`src/pi_emu_macros.svh`:
```
`ifndef PI_EMU_MACROS_SVH
`define PI_EMU_MACROS_SVH

// width of a timestep or delay in ps
`define DT_WIDTH 16

// width of the absolute emulated time counter in ps
`define TIME_WIDTH 32

// interpolator code width
`define NBIT 9

// intrinsic delay of the interpolator in ps
`define PI_OFFSET 20

// width of the jitter bound in ps
`define JIT_WIDTH 7

// reset value of the jitter LFSR, must be nonzero
`define LFSR_SEED 16'hace1

`endif

```
`src/pi_emu_pkg.sv`:
```
`include "pi_emu_macros.svh"

package pi_emu_pkg;

    // timestep or delay in ps
    typedef logic [`DT_WIDTH-1:0] dt_t;

    // absolute emulated time in ps
    typedef logic [`TIME_WIDTH-1:0] emu_time_t;

    // phase interpolator control code
    typedef logic [`NBIT-1:0] pi_code_t;

    // upper bound of the added jitter in ps
    typedef logic [`JIT_WIDTH-1:0] jit_amp_t;

endpackage

```
`src/clk_src_model.sv`:
```
`timescale 1ns/1ps

module clk_src_model import pi_emu_pkg::*; (
    input  logic emu_clk,
    input  logic rst,
    input  dt_t  half_period,
    input  dt_t  emu_dt,
    output logic clk_val,
    output dt_t  dt_req
);

    // ps left until the next toggle of the emulated clock
    dt_t rem;

    always_ff @(posedge emu_clk) begin
        if (rst) begin
            clk_val <= 1'b0;
            rem     <= half_period;
        end else if (emu_dt == rem) begin
            // toggle lands exactly on this step
            clk_val <= ~clk_val;
            rem     <= half_period;
        end else begin
            rem <= rem - emu_dt;
        end
    end

    assign dt_req = rem;

    // the time manager must never step past our next toggle
    a_no_overshoot: assert property (
        @(posedge emu_clk) disable iff (rst)
        emu_dt <= dt_req
    ) else $error("clk_src_model: emu_dt %0d exceeds dt_req %0d", emu_dt, dt_req);

    // a zero half period would stall emulated time
    a_half_period_nonzero: assert property (
        @(posedge emu_clk) disable iff (rst)
        half_period != '0
    ) else $error("clk_src_model: half_period is zero");

endmodule

```
`src/clk_delay_core.sv`:
```
`timescale 1ns/1ps

module clk_delay_core import pi_emu_pkg::*; (
    input  logic emu_clk,
    input  logic rst,
    input  logic clk_i_val,
    input  dt_t  delay,
    input  dt_t  emu_dt,
    output logic clk_o_val,
    output dt_t  dt_req
);

    logic clk_i_prev;
    logic in_edge;
    logic pending;
    logic target;
    dt_t  rem;

    // either direction counts as an event
    assign in_edge = clk_i_val ^ clk_i_prev;

    always_ff @(posedge emu_clk) begin
        if (rst) begin
            clk_i_prev <= 1'b0;
        end else begin
            clk_i_prev <= clk_i_val;
        end
    end

    // an edge is visible in the cycle whose emu_time equals the input toggle time,
    // so the countdown starts from the full delay minus this cycle's step
    always_ff @(posedge emu_clk) begin
        if (rst) begin
            clk_o_val <= 1'b0;
            pending   <= 1'b0;
        end else if (in_edge) begin
            if (emu_dt == delay) begin
                // delay consumed in a single step
                clk_o_val <= clk_i_val;
                pending   <= 1'b0;
            end else begin
                pending <= 1'b1;
            end
        end else if (pending && (emu_dt == rem)) begin
            clk_o_val <= target;
            pending   <= 1'b0;
        end
    end

    // countdown to the pending output edge and the level it drives
    always_ff @(posedge emu_clk) begin
        if (in_edge) begin
            rem    <= delay - emu_dt;
            target <= clk_i_val;
        end else if (pending) begin
            rem <= rem - emu_dt;
        end
    end

    // request built from registered state and the delay level only,
    // never from emu_dt, so no loop through the time manager
    always_comb begin
        if (in_edge) begin
            dt_req = delay;
        end else if (pending) begin
            dt_req = rem;
        end else begin
            // idle with nothing to schedule
            dt_req = '1;
        end
    end

    // delay stays below the input half period so at most one output edge is pending
    a_single_pending: assert property (
        @(posedge emu_clk) disable iff (rst)
        in_edge |-> !pending
    ) else $error("clk_delay_core: input edge while an output edge is pending");

    a_no_overshoot: assert property (
        @(posedge emu_clk) disable iff (rst)
        pending |-> (emu_dt <= rem)
    ) else $error("clk_delay_core: emu_dt %0d overshoots pending edge %0d", emu_dt, rem);

endmodule

```
`src/phase_interpolator.sv`:
```
`timescale 1ns/1ps
`include "pi_emu_macros.svh"

module phase_interpolator import pi_emu_pkg::*; (
    input  logic     emu_clk,
    input  logic     rst,
    input  logic     clk_in,
    input  logic     ctl_valid,
    input  pi_code_t ctl,
    input  jit_amp_t jitter_amp,
    input  dt_t      emu_dt,
    output logic     clk_out_slice,
    output dt_t      dt_req
);

    pi_code_t                code;
    logic [15:0]             lfsr;
    logic                    clk_in_prev;
    logic [`JIT_WIDTH:0]     jit_mod;
    logic [`JIT_WIDTH-1:0]   jitter;
    dt_t                     delay;

    // code takes effect for edges detected after the strobe cycle
    always_ff @(posedge emu_clk) begin
        if (rst) begin
            code <= '0;
        end else if (ctl_valid) begin
            code <= ctl;
        end
    end

    // fibonacci lfsr, taps 16 14 13 11, one step per input edge
    always_ff @(posedge emu_clk) begin
        if (rst) begin
            lfsr        <= `LFSR_SEED;
            clk_in_prev <= 1'b0;
        end else begin
            clk_in_prev <= clk_in;
            if (clk_in ^ clk_in_prev) begin
                lfsr <= {lfsr[14:0], lfsr[15] ^ lfsr[13] ^ lfsr[12] ^ lfsr[10]};
            end
        end
    end

    // uniform-ish jitter in 0..jitter_amp
    assign jit_mod = {1'b0, jitter_amp} + 1'b1;
    assign jitter  = `JIT_WIDTH'(lfsr % jit_mod);

    assign delay = dt_t'(`PI_OFFSET) + dt_t'(code) + dt_t'(jitter);

    clk_delay_core clk_delay_core_i (
        .emu_clk   (emu_clk),
        .rst       (rst),
        .clk_i_val (clk_in),
        .delay     (delay),
        .emu_dt    (emu_dt),
        .clk_o_val (clk_out_slice),
        .dt_req    (dt_req)
    );

endmodule

```
`src/emu_time_mgr.sv`:
```
`timescale 1ns/1ps

module emu_time_mgr import pi_emu_pkg::*; (
    input  logic      emu_clk,
    input  logic      rst,
    input  dt_t       dt_req_src,
    input  dt_t       dt_req_pi,
    input  dt_t       dt_req_max,
    output dt_t       emu_dt,
    output emu_time_t emu_time
);

    dt_t dt_model;

    // smallest request wins so that no model event is skipped
    always_comb begin
        dt_model = (dt_req_src < dt_req_pi) ? dt_req_src : dt_req_pi;
        emu_dt   = (dt_model < dt_req_max) ? dt_model : dt_req_max;
    end

    always_ff @(posedge emu_clk) begin
        if (rst) begin
            emu_time <= '0;
        end else begin
            emu_time <= emu_time + emu_time_t'(emu_dt);
        end
    end

    // a zero step would freeze emulated time
    a_dt_nonzero: assert property (
        @(posedge emu_clk) disable iff (rst)
        emu_dt != '0
    ) else $error("emu_time_mgr: granted a zero timestep");

endmodule

```
`src/pi_emu_top.sv`:
```
`timescale 1ns/1ps

module pi_emu_top import pi_emu_pkg::*; (
    input  logic      emu_clk,
    input  logic      rst,
    input  dt_t       half_period,
    input  dt_t       dt_req_max,
    input  logic      ctl_valid,
    input  pi_code_t  ctl,
    input  jit_amp_t  jitter_amp,
    output logic      clk_in_val,
    output logic      clk_out_val,
    output dt_t       emu_dt,
    output emu_time_t emu_time
);

    dt_t dt_req_src;
    dt_t dt_req_pi;

    clk_src_model clk_src_model_i (
        .emu_clk     (emu_clk),
        .rst         (rst),
        .half_period (half_period),
        .emu_dt      (emu_dt),
        .clk_val     (clk_in_val),
        .dt_req      (dt_req_src)
    );

    phase_interpolator phase_interpolator_i (
        .emu_clk       (emu_clk),
        .rst           (rst),
        .clk_in        (clk_in_val),
        .ctl_valid     (ctl_valid),
        .ctl           (ctl),
        .jitter_amp    (jitter_amp),
        .emu_dt        (emu_dt),
        .clk_out_slice (clk_out_val),
        .dt_req        (dt_req_pi)
    );

    emu_time_mgr emu_time_mgr_i (
        .emu_clk    (emu_clk),
        .rst        (rst),
        .dt_req_src (dt_req_src),
        .dt_req_pi  (dt_req_pi),
        .dt_req_max (dt_req_max),
        .emu_dt     (emu_dt),
        .emu_time   (emu_time)
    );

endmodule

```
`config.mk`:
```
export PLATFORM = sky130hd
export DESIGN_NAME = pi_emu_top
export DESIGN_NICKNAME = d
export VERILOG_FILES = /design/src/pi_emu_pkg.sv /design/src/clk_src_model.sv /design/src/clk_delay_core.sv /design/src/phase_interpolator.sv /design/src/emu_time_mgr.sv /design/src/pi_emu_top.sv
export VERILOG_INCLUDE_DIRS = /design/src
export SDC_FILE = /design/constraint.sdc
export NUM_CORES = 1
export LEC_CHECK = 0
export ABC_AREA = 1
export BUFFER_PORTS_ARGS = -buffer_cell sky130_fd_sc_hd__clkbuf_2
export CAP_MARGIN = 20
export CORE_ASPECT_RATIO = 1.1
export CORE_MARGIN = 2
export CORE_UTILIZATION = 60
export CTS_CLUSTER_SIZE = 10
export DETAILED_ROUTE_END_ITERATION = 12
export GPL_ROUTABILITY_DRIVEN = 0
export PLACE_DENSITY_LB_ADDON = 0.3
export SKIP_CTS_REPAIR_TIMING = 1
export SYNTH_ARGS = -nofsm -noshare
export SYNTH_HDL_FRONTEND = slang
export SYNTH_SLANG_ARGS = --single-unit
```
`constraint.sdc`:
```
create_clock -name emu_clk -period 95.5 [get_ports emu_clk]
set_clock_uncertainty 0.15 [all_clocks]
set_input_delay 0 -clock emu_clk [delete_from_list [all_inputs] [get_ports emu_clk]]
set_output_delay 0 -clock emu_clk [all_outputs]
set_load 0.005 [all_outputs]
```
Word level (Yosys, flattened, before mapping)
Cells that the tools add are included.
Widths: inputs -> output; s select.
{"block": "word_totals", "ff_bits": 94, "out_inout_bits": 50, "wordCells": 47, "input_bits": 51}
{"block": "op_classes", "muxes": 14, "n_eq_ne": 4, "n_reduce_logical": 4, "div_mod_pow": 1, "n_addsub": 7, "magnitude_cmp": 2, "bitwise": 5}
{"op": "$mux 16", "count": 8}
{"op": "$eq 16x16->1", "count": 3}
{"op": "$sub 16x16->16", "count": 3}
{"op": "$add 32x16->32", "count": 1}
{"op": "$lt 16x16->1", "count": 2}
{"op": "$add 16x7->16", "count": 1}
{"op": "$mod 16x8->16", "count": 1}
{"op": "$add 5x9->10 const A", "count": 1}
{"op": "$add 7x1->8 const B", "count": 1}
{"op": "$mux 1", "count": 6}
{"op": "$reduce_bool 2->1", "count": 2}
{"op": "$xor 1x1->1", "count": 4}
{"op": "$ne 2x1->1 const B", "count": 1}
{"op": "$reduce_and 2->1", "count": 1}
{"op": "$logic_and 1x1->1", "count": 1}
{"op": "$not 1->1", "count": 1}

Logic depth before layout (Yosys ltp)
{"block": "depth", "word_depth": 12, "ltp_mapped": 259, "mapped_depth_nobuf": 254}

Hierarchy
A second synthesis with hierarchy kept.
{"block": "unflattened", "hier_cells": 2361, "area_unflattened_um2": 14883.0}
{"module": "phase_interpolator", "seq_area_each_um2": 520.5, "area_each_um2": 7245.7, "instances": 1, "cells_each": 1132}
{"module": "emu_time_mgr", "seq_area_each_um2": 640.6, "area_each_um2": 3046.7, "instances": 1, "cells_each": 470}
{"module": "clk_delay_core", "seq_area_each_um2": 570.5, "area_each_um2": 2989.1, "instances": 1, "cells_each": 512}
{"module": "clk_src_model", "seq_area_each_um2": 340.3, "area_each_um2": 1601.5, "instances": 1, "cells_each": 247}

Least setup slack after synthesis
Ideal clock, no wire load.
{"block": "synth_timing", "path_type": "register to register", "start": "register phase_interpolator_i.lfsr[15]", "end": "register phase_interpolator_i.clk_delay_core_i.rem[14], data pin", "setup_slack_ps": 61455, "stages_incl_launch_ff": 253, "setup_time_ps": 258, "path_buffers": 10, "arrival_time_ps": 33637, "required_time_ps": 95092, "synth_period_minus_slack_ps": 34045, "path_cell_list": "dfxtp_1 > ha_1 > inv_1 > nor2_1 > nand2_1 > nor2_1 > nand2_1 > nor2_1 > nand4_1 > nand3_1 > nand2_1 > ha_1 > o21ai_0 > nand2_1 > nand3_2 > nand2_1 > o21ai_2 > ha_1 > [217 not listed] > nand2_1 > o21ai_0 > ha_1 > inv_1 > ha_1 > or2_2 > a21oi_1 > inv_1 > a21oi_1 > inv_1 > nand2_1 > nand2_1 > nand2_1 > a21oi_1 > inv_1 > o21ai_0 > o211ai_1 > nand2_1"}
{"block": "synth_between", "elab_chain_cells": 10, "elab_cells_between_ends": 11, "classes_between": "add/sub: 3; div: 1; order compare: 2; mux: 5"}
{"element": "start: declaration", "line_no": "phase_interpolator.sv:17", "source": "logic [15:0] lfsr;"}
{"element": "start signal: assignment", "line_no": "phase_interpolator.sv:35", "source": "lfsr <= `LFSR_SEED;"}
{"element": "start signal: assignment", "line_no": "phase_interpolator.sv:40", "source": "lfsr <= {lfsr[14:0], lfsr[15] ^ lfsr[13] ^ lfsr[12] ^ lfsr[10]};"}
{"element": "$mod 16x8->16 (*)", "line_no": "phase_interpolator.sv:47", "source": "assign jitter = `JIT_WIDTH'(lfsr % jit_mod);"}
{"element": "$add 16x7->16 (*)", "line_no": "phase_interpolator.sv:49", "source": "assign delay = dt_t'(`PI_OFFSET) + dt_t'(code) + dt_t'(jitter);"}
{"element": "$mux 16 (*)", "line_no": "clk_delay_core.sv:63", "source": "if (in_edge) begin"}
{"element": "$lt 16x16->1", "line_no": "emu_time_mgr.sv:17", "source": "dt_model = (dt_req_src < dt_req_pi) ? dt_req_src : dt_req_pi;"}
{"element": "$mux 16 (*)", "line_no": "emu_time_mgr.sv:17"}
{"element": "$lt 16x16->1", "line_no": "emu_time_mgr.sv:18", "source": "emu_dt = (dt_model < dt_req_max) ? dt_model : dt_req_max;"}
{"element": "$mux 16 (*)", "line_no": "emu_time_mgr.sv:18"}
{"element": "named net emu_dt[0]", "line_no": "pi_emu_top.sv:13", "source": "output dt_t emu_dt,"}
{"element": "$sub 16x16->16", "line_no": "clk_delay_core.sv:56", "source": "rem <= rem - emu_dt;"}
{"element": "$mux 16", "line_no": "clk_delay_core.sv:55", "source": "end else if (pending) begin"}
{"element": "$mux 16 (*)", "line_no": "clk_delay_core.sv:52", "source": "if (in_edge) begin"}
{"element": "end signal: assignment", "line_no": "clk_delay_core.sv:53", "source": "rem <= delay - emu_dt;"}
{"element": "end signal: assignment", "line_no": "clk_delay_core.sv:56"}
{"element": "end: declaration", "line_no": "clk_delay_core.sv:17", "source": "dt_t rem;"}
The timed path passes the listed nets; every way through them passes the cells marked *. The select of a mux whose other input is x is not followed.
A chain may end at the register's enable or synchronous reset.

Worst setup path in the final report
{"block": "layout_timing", "start": "register phase_interpolator_i.lfsr[15]", "end": "register phase_interpolator_i.clk_delay_core_i.rem[14], data pin"}
{"block": "layout_between", "elab_chain_cells": 10, "elab_cells_between_ends": 11, "classes_between": "add/sub: 3; div: 1; order compare: 2; mux: 5"}
{"element": "$mod 16x8->16 (*)", "line_no": "phase_interpolator.sv:47"}
{"element": "$add 16x7->16 (*)", "line_no": "phase_interpolator.sv:49"}
{"element": "$mux 16", "line_no": "clk_delay_core.sv:63"}
{"element": "$lt 16x16->1", "line_no": "emu_time_mgr.sv:17"}
{"element": "$mux 16", "line_no": "emu_time_mgr.sv:17"}
{"element": "$lt 16x16->1", "line_no": "emu_time_mgr.sv:18"}
{"element": "$mux 16", "line_no": "emu_time_mgr.sv:18"}
{"element": "$sub 16x16->16", "line_no": "clk_delay_core.sv:56"}
{"element": "$mux 16", "line_no": "clk_delay_core.sv:55"}
{"element": "$mux 16 (*)", "line_no": "clk_delay_core.sv:52"}
Mark *: on every way between the ends. The rest lies on a longest branch, timed or not. The select of a mux whose other input is x is not followed.

==> metrics.md <==
| Metric | Value |
|---|---|
| Status | `complete, but fails checks` |
| Failing checks | `negative hold slack` |
| Inserted Clock Buffers | `9` |
| Distinct cells, synth | `54` |
| Via-per-instance ratio | `5.54` |
| Port bufs | `100` |
| Max-cap violations | `0` |
| FF+latch count, synth | `94` |
| Final min period | `39.04 ns` |
| Commonest cells in the netlist | `nand2_1, inv_1, nor2_1` |
| Crit-path slowest cell | `o21ai_0` |
| Number of flops mapped to enable cells by yosys | `17` |
| Worst rel slew slack | `0.427` |
| Top cell by count, worst path | `nand2_1` |
| Max-slew violations | `0` |
| Kind of critical path | `flip-flop to flip-flop` |
| Max frequency | `approximately 26 MHz` |
| Die W | `147 um` |
| Reg clk slew, reported paths | `about 0.070 ns` |
| Core Rows | `57` |
| H-tree levels | `3` |
| Setup TNS | `0 ns` |
| Leading area contributor after synthesis | `ha_1` |
| Synth async-reset ratio | `0` |
| CORE AREA | `0.0222 mm^2` |
| RSZ-0062 raised after global routing | `false` |
| Clock Tree Root | `clkbuf_16` |
| Mapped Area | `0.0136 mm^2` |
| Period utilization | `0.409` |
| Detailed Routing Iterations Pass 1 | `6` |
| Synth area leaders | `ha_1, nand2_1, dfxtp_1` |
| Total clock sinks | `94` |
| Final setup vio count | `0` |
| Share of post-route cells with drive strength above 1 | `0.0986` |
| Vias in the first global route | `13,400` |
| Clk_lat worst skew | `0.37 ns` |
| Top FF cell, synth | `dfxtp_1` |
| Largest net degree at the start of global routing | `58` |
| Diodes inserted | `0` |
| First-pass GRT wire length | `59,300 um` |
| Critical Path RT | `around 95 ns` |
| TritonCTS clock tree | `built` |
| Area delta synth->final | `9.89%` |
| Die height | `162 um` |
| CP startpoint kind | `flip-flop` |
| WHS | `-0.0129 ns` |
| Slew of the pin with the lowest slew margin | `0.850 ns` |
| Post-synthesis sequential area ratio | `0.151` |
| Fin nets | `2,503` |
| Initial DRC Count | `871` |
| Number of I/O pins | `around 100` |
| Cell count after synthesis | `2,172` |
| Dominant cell by count in the synthesized netlist | `nand2_1` |
| Share of the synthesized area in the top cell type | `0.159` |
| Routed wire per std cell | `about 14 um` |
| Final WL | `35,900 um` |
| Mapped Nets | `2,398` |
| Critical Path Max Stage Delay | `slightly above 0.9 ns` |
| Grt ovf | `0` |
| Crit end category | `flip-flop` |
| Drt drc | `0` |
| Clk buf depth | `2` |
| Post-route antenna net violation count | `0` |
| GRT Overall Usage | `0.297` |
| Initial Util | `0.612` |
| Yosys warns | `0` |
| DIE AREA | `about 0.024 mm^2` |
| Layout fillers | `around 2,000` |
| DP HPWL | `approximately 29,000 um` |
| Syn avg cell area | `6.25 um^2` |
| Crit path max fanout | `32` |
| Worst Hold Class | `primary input to flip-flop` |
| Crit path DAT | `39.01 ns` |
| Via count | `14,300` |
| Hold Vio Cnt, Final | `4` |
| Initial antenna violation count | `0` |
[worst max-delay path: cells and delay by family (launching register included)]
family	cells	cell delay, ns
buf+inv	34	4.43
simple gates	86	9.61
flops	1	0.36
compound gates	93	17.55
fa+ha+maj	21	6.60
[flip-flops by register name (all words and copies together) (netlist names), 9 cells and up]
register,cells
emu_time_mgr_i.emu_time,32
clk_src_model_i.dt_req,16
phase_interpolator_i.clk_delay_core_i.rem,16
phase_interpolator_i.lfsr,16
phase_interpolator_i.code,9
[final timing paths]
kind,startpoint,end,slack [ns],cells past startpoint
hold / removal,ctl_valid,phase_interpolator_i.code[4],-0.01,3
hold reg to reg,emu_time_mgr_i.emu_time[31],emu_time_mgr_i.emu_time[31],0.33,2
setup / recovery,phase_interpolator_i.lfsr[15],phase_interpolator_i.clk_delay_core_i.rem[14],56.46,234
setup reg to reg,phase_interpolator_i.lfsr[15],phase_interpolator_i.clk_delay_core_i.rem[14],56.46,234
[metrics by stage]
stage	instances	hold WS, ns	cell area [um^2]	utilization	setup WS, ns
2_1_floorplan	2172	-0.0469	13600	-	61.45
3_3_place_gp	2531	0.0537	14300	0.646	58.15
3_5_place_dp	2531	0.0603	14300	0.646	56.61
4_1_cts	2547	-0.310	14600	0.659	57.00
5_1_grt	2577	0.0809	14900	0.673	52.32
6_report	2577	-0.0129	14900	0.673	56.46
[routing by layer]
layer | up-vias | GRT usage | part of all wire
li1 | 7357 | - | -
met1 | 6427 | 0.328 | 0.40
met2 | 394 | 0.566 | 0.51
met3 | 91 | 0.0309 | 0.045
met4 | 0 | 0.142 | 0.045
met5 | - | 0 | 0
[area by class of cell]
class	instances	area, um^2	share of cell area
Inverter	363	1360	0.0913
Clock inverter	2	13.8	0.000922
Timing Repair Buffer	135	838	0.0562
Tap cell	295	369	0.0247
Sequential cell	94	2050	0.138
Multi-Input combinational cell	1674	10000	0.670
Clock buffer	14	285	0.0191
[cells in the final DEF (no fill, tap or decap), types with 5 or more instances in the layout]
master,netlist,final
nand3_1,91,91
clkbuf_2,0,100
and2_1,8,8
nor2_1,205,205
o21ai_2,10,10
o21ai_1,23,23
clkinv_1,5,5
o21ai_0,192,192
nand4_1,27,27
clkbuf_16,0,10
nand2_1,449,449
or2_2,20,20
inv_2,7,7
ha_1,173,173
o211ai_1,11,11
nor4_1,7,7
buf_4,0,5
nor2_4,6,6
o31ai_1,8,8
nor3_1,28,28
nand2_4,7,7
o21bai_1,21,21
nand2_2,24,24
edfxtp_1,17,17
nand3b_1,13,13
a21oi_1,136,136
xor2_1,60,60
dlygate4sd3_1,0,30
o22ai_1,12,12
xnor2_1,41,41
inv_1,351,351
a21o_1,35,35
nand3_2,20,20
a31oi_1,7,7
dfxtp_1,77,77
[cells by family after synthesis]
family | synth area share
and+or+nand+nor | 0.309
buffers and inverters | 0.112
DFF | 0.151
other | 0.000276
AOI/OAI and AO/OA | 0.198
xor gates and xnor gates | 0.0651
muxes | 0.00147
adders and majority gates | 0.162
Power is left out: the tool's default activity adds up to more than one toggle a clock period on the data nets, which glitch-free logic cannot reach.
